--- config.mk ---
export PLATFORM = sky130hd
export DESIGN_NAME = audio_controller
export DESIGN_NICKNAME = d
export VERILOG_FILES = /design/src/common/audio_pkg.sv /design/src/hdl/audio_controller.sv /design/src/hdl/audio_mixer.sv /design/src/hdl/audio_dma_arbiter.sv /design/src/audio_channel/audio_channel.sv /design/src/hdl/audio_reg_decode.sv
export SDC_FILE = /design/constraint.sdc
export NUM_CORES = 2
export LEC_CHECK = 0
export BUFFER_PORTS_ARGS = -buffer_cell sky130_fd_sc_hd__buf_2
export CAP_MARGIN = 0
export CELL_PAD_IN_SITES_DETAIL_PLACEMENT = 1
export CELL_PAD_IN_SITES_GLOBAL_PLACEMENT = 2
export CORE_ASPECT_RATIO = 0.7
export CORE_MARGIN = 3
export CORE_UTILIZATION = 40
export DETAILED_ROUTE_END_ITERATION = 8
export MAX_ROUTING_LAYER = met4
export PLACE_DENSITY_LB_ADDON = 0.1
export SLEW_MARGIN = 20
export SYNTH_ARGS = -nofsm -noshare
export SYNTH_HDL_FRONTEND = slang
export SYNTH_SLANG_ARGS = --single-unit
--- constraint.sdc ---
create_clock -name i_clock -period 5.75 [get_ports i_clock]
set_input_delay 0.2875 -clock i_clock [delete_from_list [all_inputs] [get_ports i_clock]]
set_output_delay 0.2875 -clock i_clock [all_outputs]
set_load 0.05 [all_outputs]
--- src/common/audio_pkg.sv ---
package audio_pkg;

	localparam int NUM_CHANNELS = 4;

	localparam int REG_ADDR_W = 8;
	localparam int DATA_W = 32;
	localparam int SAMPLE_W = 16;
	localparam int COUNT_W = 24;
	localparam int VOLUME_W = 4;

	typedef logic [REG_ADDR_W-1:0] reg_addr_t;
	typedef logic [DATA_W-1:0] word_t;
	typedef logic signed [SAMPLE_W-1:0] sample_t;
	typedef logic [COUNT_W-1:0] count_t;
	typedef logic [VOLUME_W-1:0] volume_t;
	typedef logic [NUM_CHANNELS-1:0] chan_mask_t;
	typedef logic [$clog2(NUM_CHANNELS)-1:0] chan_idx_t;

	// Buffer state of one channel
	typedef enum logic [1:0] {
		CH_IDLE,
		CH_FETCH,
		CH_FULL
	} chan_state_t;

	// Offsets inside a channel's block of four registers
	localparam logic [1:0] REG_CH_ADDR = 2'd0;
	localparam logic [1:0] REG_CH_COUNT = 2'd1;
	localparam logic [1:0] REG_CH_VOLUME = 2'd2;

	localparam reg_addr_t REG_RATE_W = 8'hf0;
	localparam reg_addr_t REG_RATE_R = 8'h00;
	localparam reg_addr_t REG_BUSY_R = 8'h01;

	// 100 MHz / (256 * 22050)
	localparam word_t DEFAULT_SAMPLE_RATE = 32'd17;
	localparam volume_t DEFAULT_VOLUME = 4'hf;
	localparam word_t BYTES_PER_WORD = 32'd4;

endpackage
--- src/hdl/audio_controller.sv ---
`timescale 1ns/1ps

module audio_controller import audio_pkg::*; (
	input logic i_clock,
	input logic i_rst,

	input logic i_request,
	input logic i_rw,
	input reg_addr_t i_address,
	input word_t i_wdata,
	output word_t o_rdata,
	output logic o_ready,

	output logic o_dma_request,
	output word_t o_dma_address,
	input logic i_dma_ready,
	input word_t i_dma_rdata,

	input logic i_output_sample_clock,
	output word_t o_output_sample_rate,
	output sample_t o_output_sample_left,
	output sample_t o_output_sample_right
);

	chan_mask_t setup_strobe;
	word_t setup_address [NUM_CHANNELS];
	count_t setup_count [NUM_CHANNELS];
	volume_t volume [NUM_CHANNELS];

	chan_mask_t busy;
	chan_mask_t dma_req;
	chan_mask_t dma_grant_ready;
	word_t dma_addr [NUM_CHANNELS];
	sample_t ch_left [NUM_CHANNELS];
	sample_t ch_right [NUM_CHANNELS];

	audio_reg_decode u_decode (
		.i_clock(i_clock),
		.i_rst(i_rst),
		.i_request(i_request),
		.i_rw(i_rw),
		.i_address(i_address),
		.i_wdata(i_wdata),
		.o_rdata(o_rdata),
		.o_ready(o_ready),
		.i_busy(busy),
		.o_setup_strobe(setup_strobe),
		.o_setup_address(setup_address),
		.o_setup_count(setup_count),
		.o_volume(volume),
		.o_sample_rate(o_output_sample_rate)
	);

	for (genvar g = 0; g < NUM_CHANNELS; g++) begin : g_channel
		audio_channel u_channel (
			.i_clock(i_clock),
			.i_rst(i_rst),
			.i_setup_strobe(setup_strobe[g]),
			.i_setup_address(setup_address[g]),
			.i_setup_count(setup_count[g]),
			.i_volume(volume[g]),
			.o_dma_req(dma_req[g]),
			.o_dma_addr(dma_addr[g]),
			.i_dma_ready(dma_grant_ready[g]),
			.i_dma_rdata(i_dma_rdata),
			.i_sample_strobe(i_output_sample_clock),
			.o_busy(busy[g]),
			.o_left(ch_left[g]),
			.o_right(ch_right[g])
		);
	end

	audio_dma_arbiter u_arbiter (
		.i_clock(i_clock),
		.i_rst(i_rst),
		.i_req(dma_req),
		.i_addr(dma_addr),
		.o_grant_ready(dma_grant_ready),
		.o_dma_request(o_dma_request),
		.o_dma_address(o_dma_address),
		.i_dma_ready(i_dma_ready)
	);

	audio_mixer u_mixer (
		.i_clock(i_clock),
		.i_rst(i_rst),
		.i_left(ch_left),
		.i_right(ch_right),
		.o_left(o_output_sample_left),
		.o_right(o_output_sample_right)
	);

endmodule

--- src/hdl/audio_mixer.sv ---
`timescale 1ns/1ps

module audio_mixer import audio_pkg::*; (
	input logic i_clock,
	input logic i_rst,

	input sample_t i_left [NUM_CHANNELS],
	input sample_t i_right [NUM_CHANNELS],
	output sample_t o_left,
	output sample_t o_right
);

	sample_t sum_left;
	sample_t sum_right;

	// Sum wraps at 16 bits, no saturation
	always_comb begin
		sum_left = '0;
		sum_right = '0;
		for (int k = 0; k < NUM_CHANNELS; k++) begin
			sum_left = sum_left + i_left[k];
			sum_right = sum_right + i_right[k];
		end
	end

	always_ff @(posedge i_clock) begin
		if (i_rst) begin
			o_left <= '0;
			o_right <= '0;
		end else begin
			o_left <= sum_left;
			o_right <= sum_right;
		end
	end

endmodule

--- src/hdl/audio_dma_arbiter.sv ---
`timescale 1ns/1ps

module audio_dma_arbiter import audio_pkg::*; (
	input logic i_clock,
	input logic i_rst,

	input chan_mask_t i_req,
	input word_t i_addr [NUM_CHANNELS],
	output chan_mask_t o_grant_ready,

	output logic o_dma_request,
	output word_t o_dma_address,
	input logic i_dma_ready
);

	chan_idx_t ptr;
	chan_idx_t grant_idx;
	chan_idx_t pick_idx;
	logic pick_valid;

	// First requester at or after the pointer
	always_comb begin
		chan_idx_t cand;
		pick_valid = 1'b0;
		pick_idx = ptr;
		for (int k = NUM_CHANNELS - 1; k >= 0; k--) begin
			cand = ptr + chan_idx_t'(k);
			if (i_req[cand]) begin
				pick_valid = 1'b1;
				pick_idx = cand;
			end
		end
	end

	assign o_grant_ready = (o_dma_request && i_dma_ready) ? chan_mask_t'(1) << grant_idx : '0;

	always_ff @(posedge i_clock) begin
		if (i_rst) begin
			o_dma_request <= 1'b0;
			ptr <= '0;
		end else if (!o_dma_request) begin
			o_dma_request <= pick_valid;
		end else if (i_dma_ready) begin
			o_dma_request <= 1'b0;
			ptr <= grant_idx + 1'b1;
		end
	end

	// Address is latched at grant and held for the whole transfer
	always_ff @(posedge i_clock) begin
		if (!o_dma_request) begin
			grant_idx <= pick_idx;
			o_dma_address <= i_addr[pick_idx];
		end
	end

endmodule

--- src/audio_channel/audio_channel.sv ---
`timescale 1ns/1ps

module audio_channel import audio_pkg::*; (
	input logic i_clock,
	input logic i_rst,

	input logic i_setup_strobe,
	input word_t i_setup_address,
	input count_t i_setup_count,
	input volume_t i_volume,

	output logic o_dma_req,
	output word_t o_dma_addr,
	input logic i_dma_ready,
	input word_t i_dma_rdata,

	input logic i_sample_strobe,
	output logic o_busy,
	output sample_t o_left,
	output sample_t o_right
);

	chan_state_t state;
	word_t address;
	count_t remaining;
	word_t buffer;
	logic stale;
	logic fill;

	sample_t buf_left;
	sample_t buf_right;
	logic signed [SAMPLE_W+VOLUME_W:0] prod_left;
	logic signed [SAMPLE_W+VOLUME_W:0] prod_right;

	assign o_dma_req = (state == CH_FETCH);
	assign o_dma_addr = address;
	assign o_busy = (state != CH_IDLE);

	// A restart drops the data of a fetch already in flight
	assign fill = (state == CH_FETCH) && i_dma_ready && !stale && !i_setup_strobe;

	// Stereo pair, left in the low half
	assign buf_left = buffer[SAMPLE_W-1:0];
	assign buf_right = buffer[2*SAMPLE_W-1:SAMPLE_W];
	assign prod_left = buf_left * $signed({1'b0, i_volume});
	assign prod_right = buf_right * $signed({1'b0, i_volume});

	always_ff @(posedge i_clock) begin
		if (i_rst) begin
			state <= CH_IDLE;
			stale <= 1'b0;
			o_left <= '0;
			o_right <= '0;
		end else begin
			if (i_setup_strobe) begin
				state <= (i_setup_count != '0) ? CH_FETCH : CH_IDLE;
				stale <= (stale || state == CH_FETCH) && !i_dma_ready;
			end else begin
				if (i_dma_ready) begin
					stale <= 1'b0;
				end
				case (state)
					CH_FETCH: if (fill) state <= CH_FULL;
					CH_FULL: if (i_sample_strobe) begin
						state <= (remaining != '0) ? CH_FETCH : CH_IDLE;
					end
					default: ;
				endcase
			end
			// Underrun plays silence
			if (i_sample_strobe) begin
				o_left <= (state == CH_FULL) ? sample_t'(prod_left >>> VOLUME_W) : '0;
				o_right <= (state == CH_FULL) ? sample_t'(prod_right >>> VOLUME_W) : '0;
			end
		end
	end

	always_ff @(posedge i_clock) begin
		if (i_setup_strobe) begin
			address <= i_setup_address;
			remaining <= i_setup_count;
		end else if (fill) begin
			address <= address + BYTES_PER_WORD;
			remaining <= remaining - 1'b1;
			buffer <= i_dma_rdata;
		end
	end

endmodule

--- src/hdl/audio_reg_decode.sv ---
`timescale 1ns/1ps

module audio_reg_decode import audio_pkg::*; (
	input logic i_clock,
	input logic i_rst,

	input logic i_request,
	input logic i_rw,
	input reg_addr_t i_address,
	input word_t i_wdata,
	output word_t o_rdata,
	output logic o_ready,

	input chan_mask_t i_busy,
	output chan_mask_t o_setup_strobe,
	output word_t o_setup_address [NUM_CHANNELS],
	output count_t o_setup_count [NUM_CHANNELS],
	output volume_t o_volume [NUM_CHANNELS],
	output word_t o_sample_rate
);

	chan_idx_t ch_sel;
	logic [1:0] reg_off;
	logic access;
	logic chan_write;

	assign ch_sel = i_address[2 +: $bits(chan_idx_t)];
	assign reg_off = i_address[1:0];

	// New access only while the previous one is not being acknowledged
	assign access = i_request && !o_ready;

	// Channel blocks sit at 00..0F
	assign chan_write = access && i_rw && (i_address[REG_ADDR_W-1:4] == '0);

	always_ff @(posedge i_clock) begin
		if (i_rst) begin
			o_ready <= 1'b0;
			o_setup_strobe <= '0;
			o_sample_rate <= DEFAULT_SAMPLE_RATE;
			for (int k = 0; k < NUM_CHANNELS; k++) begin
				o_volume[k] <= DEFAULT_VOLUME;
			end
		end else begin
			o_setup_strobe <= '0;
			if (access) begin
				o_ready <= 1'b1;
				// Count write starts the channel
				if (chan_write && reg_off == REG_CH_COUNT) begin
					o_setup_strobe[ch_sel] <= 1'b1;
				end
				if (chan_write && reg_off == REG_CH_VOLUME) begin
					o_volume[ch_sel] <= i_wdata[VOLUME_W-1:0];
				end
				if (i_rw && i_address == REG_RATE_W) begin
					o_sample_rate <= i_wdata;
				end
			end else if (!i_request) begin
				o_ready <= 1'b0;
			end
		end
	end

	always_ff @(posedge i_clock) begin
		if (chan_write && reg_off == REG_CH_ADDR) begin
			o_setup_address[ch_sel] <= i_wdata;
		end
		if (chan_write && reg_off == REG_CH_COUNT) begin
			o_setup_count[ch_sel] <= i_wdata[COUNT_W-1:0];
		end
		// Unmapped reads keep the last data
		if (access && !i_rw) begin
			case (i_address)
				REG_RATE_R: o_rdata <= o_sample_rate;
				REG_BUSY_R: o_rdata <= word_t'(i_busy);
				default: ;
			endcase
		end
	end

endmodule

==> impl_metrics.yaml <==
synth:
  yosys-top-cells-area: "edfxtp_1 37%, fa_1 12%, dfxtp_1 8.7%"
  syn_nets: 5560
  postSynthCellCount: 4852
  avgSynthCellArea_um2: 10.87
  synth_area_um2: 52720
  yosys_warnings: 0
  ys_seq_area_share_pct: 45.22
  synth-main-ff-cell: "edfxtp_1"
  synth_edf_count: 642
  synth_cell_types: 75
  async_reset_ff_share_pct: 0
  yosys.area.top_type: "edfxtp_1"
  ys_ff_latch: 870
  synth.top_cell.area_share_pct: 36.56
sta:
  hold_viol: 0
  hold_ws_ps: 56.06
  slew_headroom_pct: 26.60
  clock.fmax_ghz: 0.1866
  report.final.slew_viol_count: 0
  tns_ps: 0
  worst-slew-pin-transition_ps: 1097
  rsz0062_at_grt: "false"
  finalCritPeriodShare_pct: 93.20
  setup_viol: 0
  fin_crit_ps: 5359
  clock_skew_ps: 45.69
floorplanning:
  fp.dieW_um: 439.9
  die_h_um: 309.8
  pin_count: 208
  die_area_um2: 136300
  core-area_um2: 129600
  start_util_pct: 40.67
  num_rows: 110
clocking:
  cts.sinks: 870
  cts_setup_buffers: 0
  cts_made_buffers: 94
  htreeDepth: 3
  cts_tree: "yes"
  ctsResizeCount: 0
  ctsRootBufferMaster: "clkbuf_16"
  clockBufferDepth: 3
  ctsHoldBuffers: 59
  clk-insertion-delay-late_ps: 740
  clkTransAtPathRegs_ps: 70
worst_setup_path:
  crit_path_start_kind: "flip-flop"
  cp-end-kind: "flip-flop"
  critPathMaxFanout: 21
  cp.arrival_ps: 5970
  crit_type: "reg -> reg"
  cp.required_ps: 6370
placement:
  place.detailed.instances: 6694
  gp_congestion: 0.8477
  portBuffers: 207
  hpwl_um: 126800
drt:
  firstDrtPassIters: 5
  antenna_left: 0
  drcViolationCount: 0
  drtIter0Drc: 3302
  drt-wirelength-per-cell_um: 24.50
  routed_wl_um: 170100
  vias_per_cell: 5.290
  vias: 36731
global_route:
  grt-ovfl-total: 0
  grt_max_degree: 91
  grt_pass1_wl_um: 252400
  grt_pass1_vias: 37403
  antenna_found_initial: 33
  gr-usage-all-layers_pct: 25.88
cells_and_area:
  layout-drive-gt1-share_pct: 9.434
  synthToLayoutAreaGrowth_pct: 13.30
  final-instance-count-excl-fill: 6943
  final_cell_mix: "642 x edfxtp_1, 581 x inv_1, 529 x nand2_1"
  final_nets: 5822
  final_common_cell: "edfxtp_1"
power:
  leakagePower_uw: 0.02354
  peakVddDrop_v: 0.0002124
  power_density_nw_per_um2: 223.7
run:
  drv_cap: 0
run_status:
  status: "complete, no violations"
hold_path:
  hold_path.class: "in -> reg"
-- worst max-delay path, cell delays in order (launching register included) --
cell,delay (ps)
dfxtp_1,790
and2_1,230
ha_1,240
fa_1,550
inv_1,70
fa_1,540
inv_1,50
ha_1,310
nand4_1,90
o22ai_1,390
a41oi_1,230
a311oi_1,840
a21oi_1,240
o21bai_1,270
a21oi_1,120
xnor2_1,130
a22o_1,190
-- synth_stat cells, drive strengths merged, types with 69 or more instances --
library cell	count
xnor2	217
clkbuf	152
nand3	69
nand2	530
a21oi	131
xor2	149
edfxtp	642
nor2	225
o21ai	266
inv	583
ha	322
dfxtp	228
and2	402
a22o	72
fa	308
-- routing by layer --
layer / vias up / GRT usage [%] / part of all wire (%)
met5: - / - / 0
li1: 16946 / - / -
met4: 0 / 4.265 / 1.6
met1: 18570 / 40.52 / 52
met3: 165 / 6.803 / 8.6
met2: 1050 / 33.23 / 38
-- layout make-up --
class | count | area [µm²]
fillers | 14062 | 69910
multi-input cells | 3237 | 26210
flip-flops and latches | 870 | 23860
clock buffers | 122 | 2517
inverters | 583 | 2188
well taps | 1736 | 2172
repair buffers | 328 | 2111
clock inverters | 54 | 645.6
diodes | 13 | 32.53
-- power breakdown --
part / internal, µW / leakage [µW] / total (µW) / switching [µW]
sequential: 6690 / 0.00743 / 6690 / 2.16
combinational: 71.1 / 0.0146 / 298 / 227
clock: 3570 / 0.00153 / 6370 / 2800
total: 10300 / 0.0235 / 13400 / 3030
-- logic make-up (layout without fill, tap and decap cells) --
logic type | Yosys count | in the layout | share of synthesized area, %
AND/OR/NAND/NOR | 1534 | 1534 | 14.49
AO/OA/AOI/OAI | 668 | 668 | 8.050
XOR/XNOR | 366 | 366 | 6.080
other | 0 | 13 | 0
flip-flops | 870 | 870 | 45.22
buffers and inverters | 745 | 1087 | 5.311
multiplexers | 39 | 39 | 1.509
adder cells (fa/ha/maj) | 630 | 630 | 19.34
-- sequential cells by signal, indices dropped and copies added (netlist names) --
name                            cells
g_channel.u_channel.state           8
u_mixer.o_left                     16
u_decode.o_ready                    1
u_arbiter.o_dma_address            32
u_decode.o_setup_count             96
u_arbiter.ptr                       2
g_channel.u_channel.o_left         64
u_decode.o_sample_rate             32
u_decode.o_volume                  16
g_channel.u_channel.remaining      96
u_arbiter.grant_idx                 2
g_channel.u_channel.buffer        128
u_decode.o_setup_strobe             4
u_decode.o_setup_address          128
u_decode.o_rdata                   32
g_channel.u_channel.stale           4
u_arbiter.o_dma_request             1
g_channel.u_channel.o_right        64
u_mixer.o_right                    16
g_channel.u_channel.o_dma_addr    128
-- worst paths after layout --
path                            cells after the start  slack, ps                                     from                                         endpoint
worst max-delay path                               16        390       u_decode.o_volume[15]$_SDFFE_PP1P_  g_channel[0].u_channel.o_right[10]$_SDFFE_PP0P_
worst min-delay path                                3         60                               i_wdata[3]           u_decode.o_sample_rate[3]$_SDFFE_PP0P_
worst max register to register                     16        390       u_decode.o_volume[15]$_SDFFE_PP1P_  g_channel[0].u_channel.o_right[10]$_SDFFE_PP0P_
worst min register to register                      2        470  u_decode.o_sample_rate[28]$_SDFFE_PP0P_          u_decode.o_sample_rate[28]$_SDFFE_PP0P_
-- through the flow --
stage          util, %  total power, µW  setup WS, ps  cell area [µm²]
2_1_floorplan        -             6900         917.9            52720
3_3_place_gp     43.13             7090         610.7            55910
3_5_place_dp     43.13             7090         448.8            55910
4_1_cts          46.02            13500         422.3            59670
5_1_grt          46.06            13770         97.65            59710
6_report         46.07            13360         390.9            59730
No activity file was read; power rests on OpenSTA's default activity.
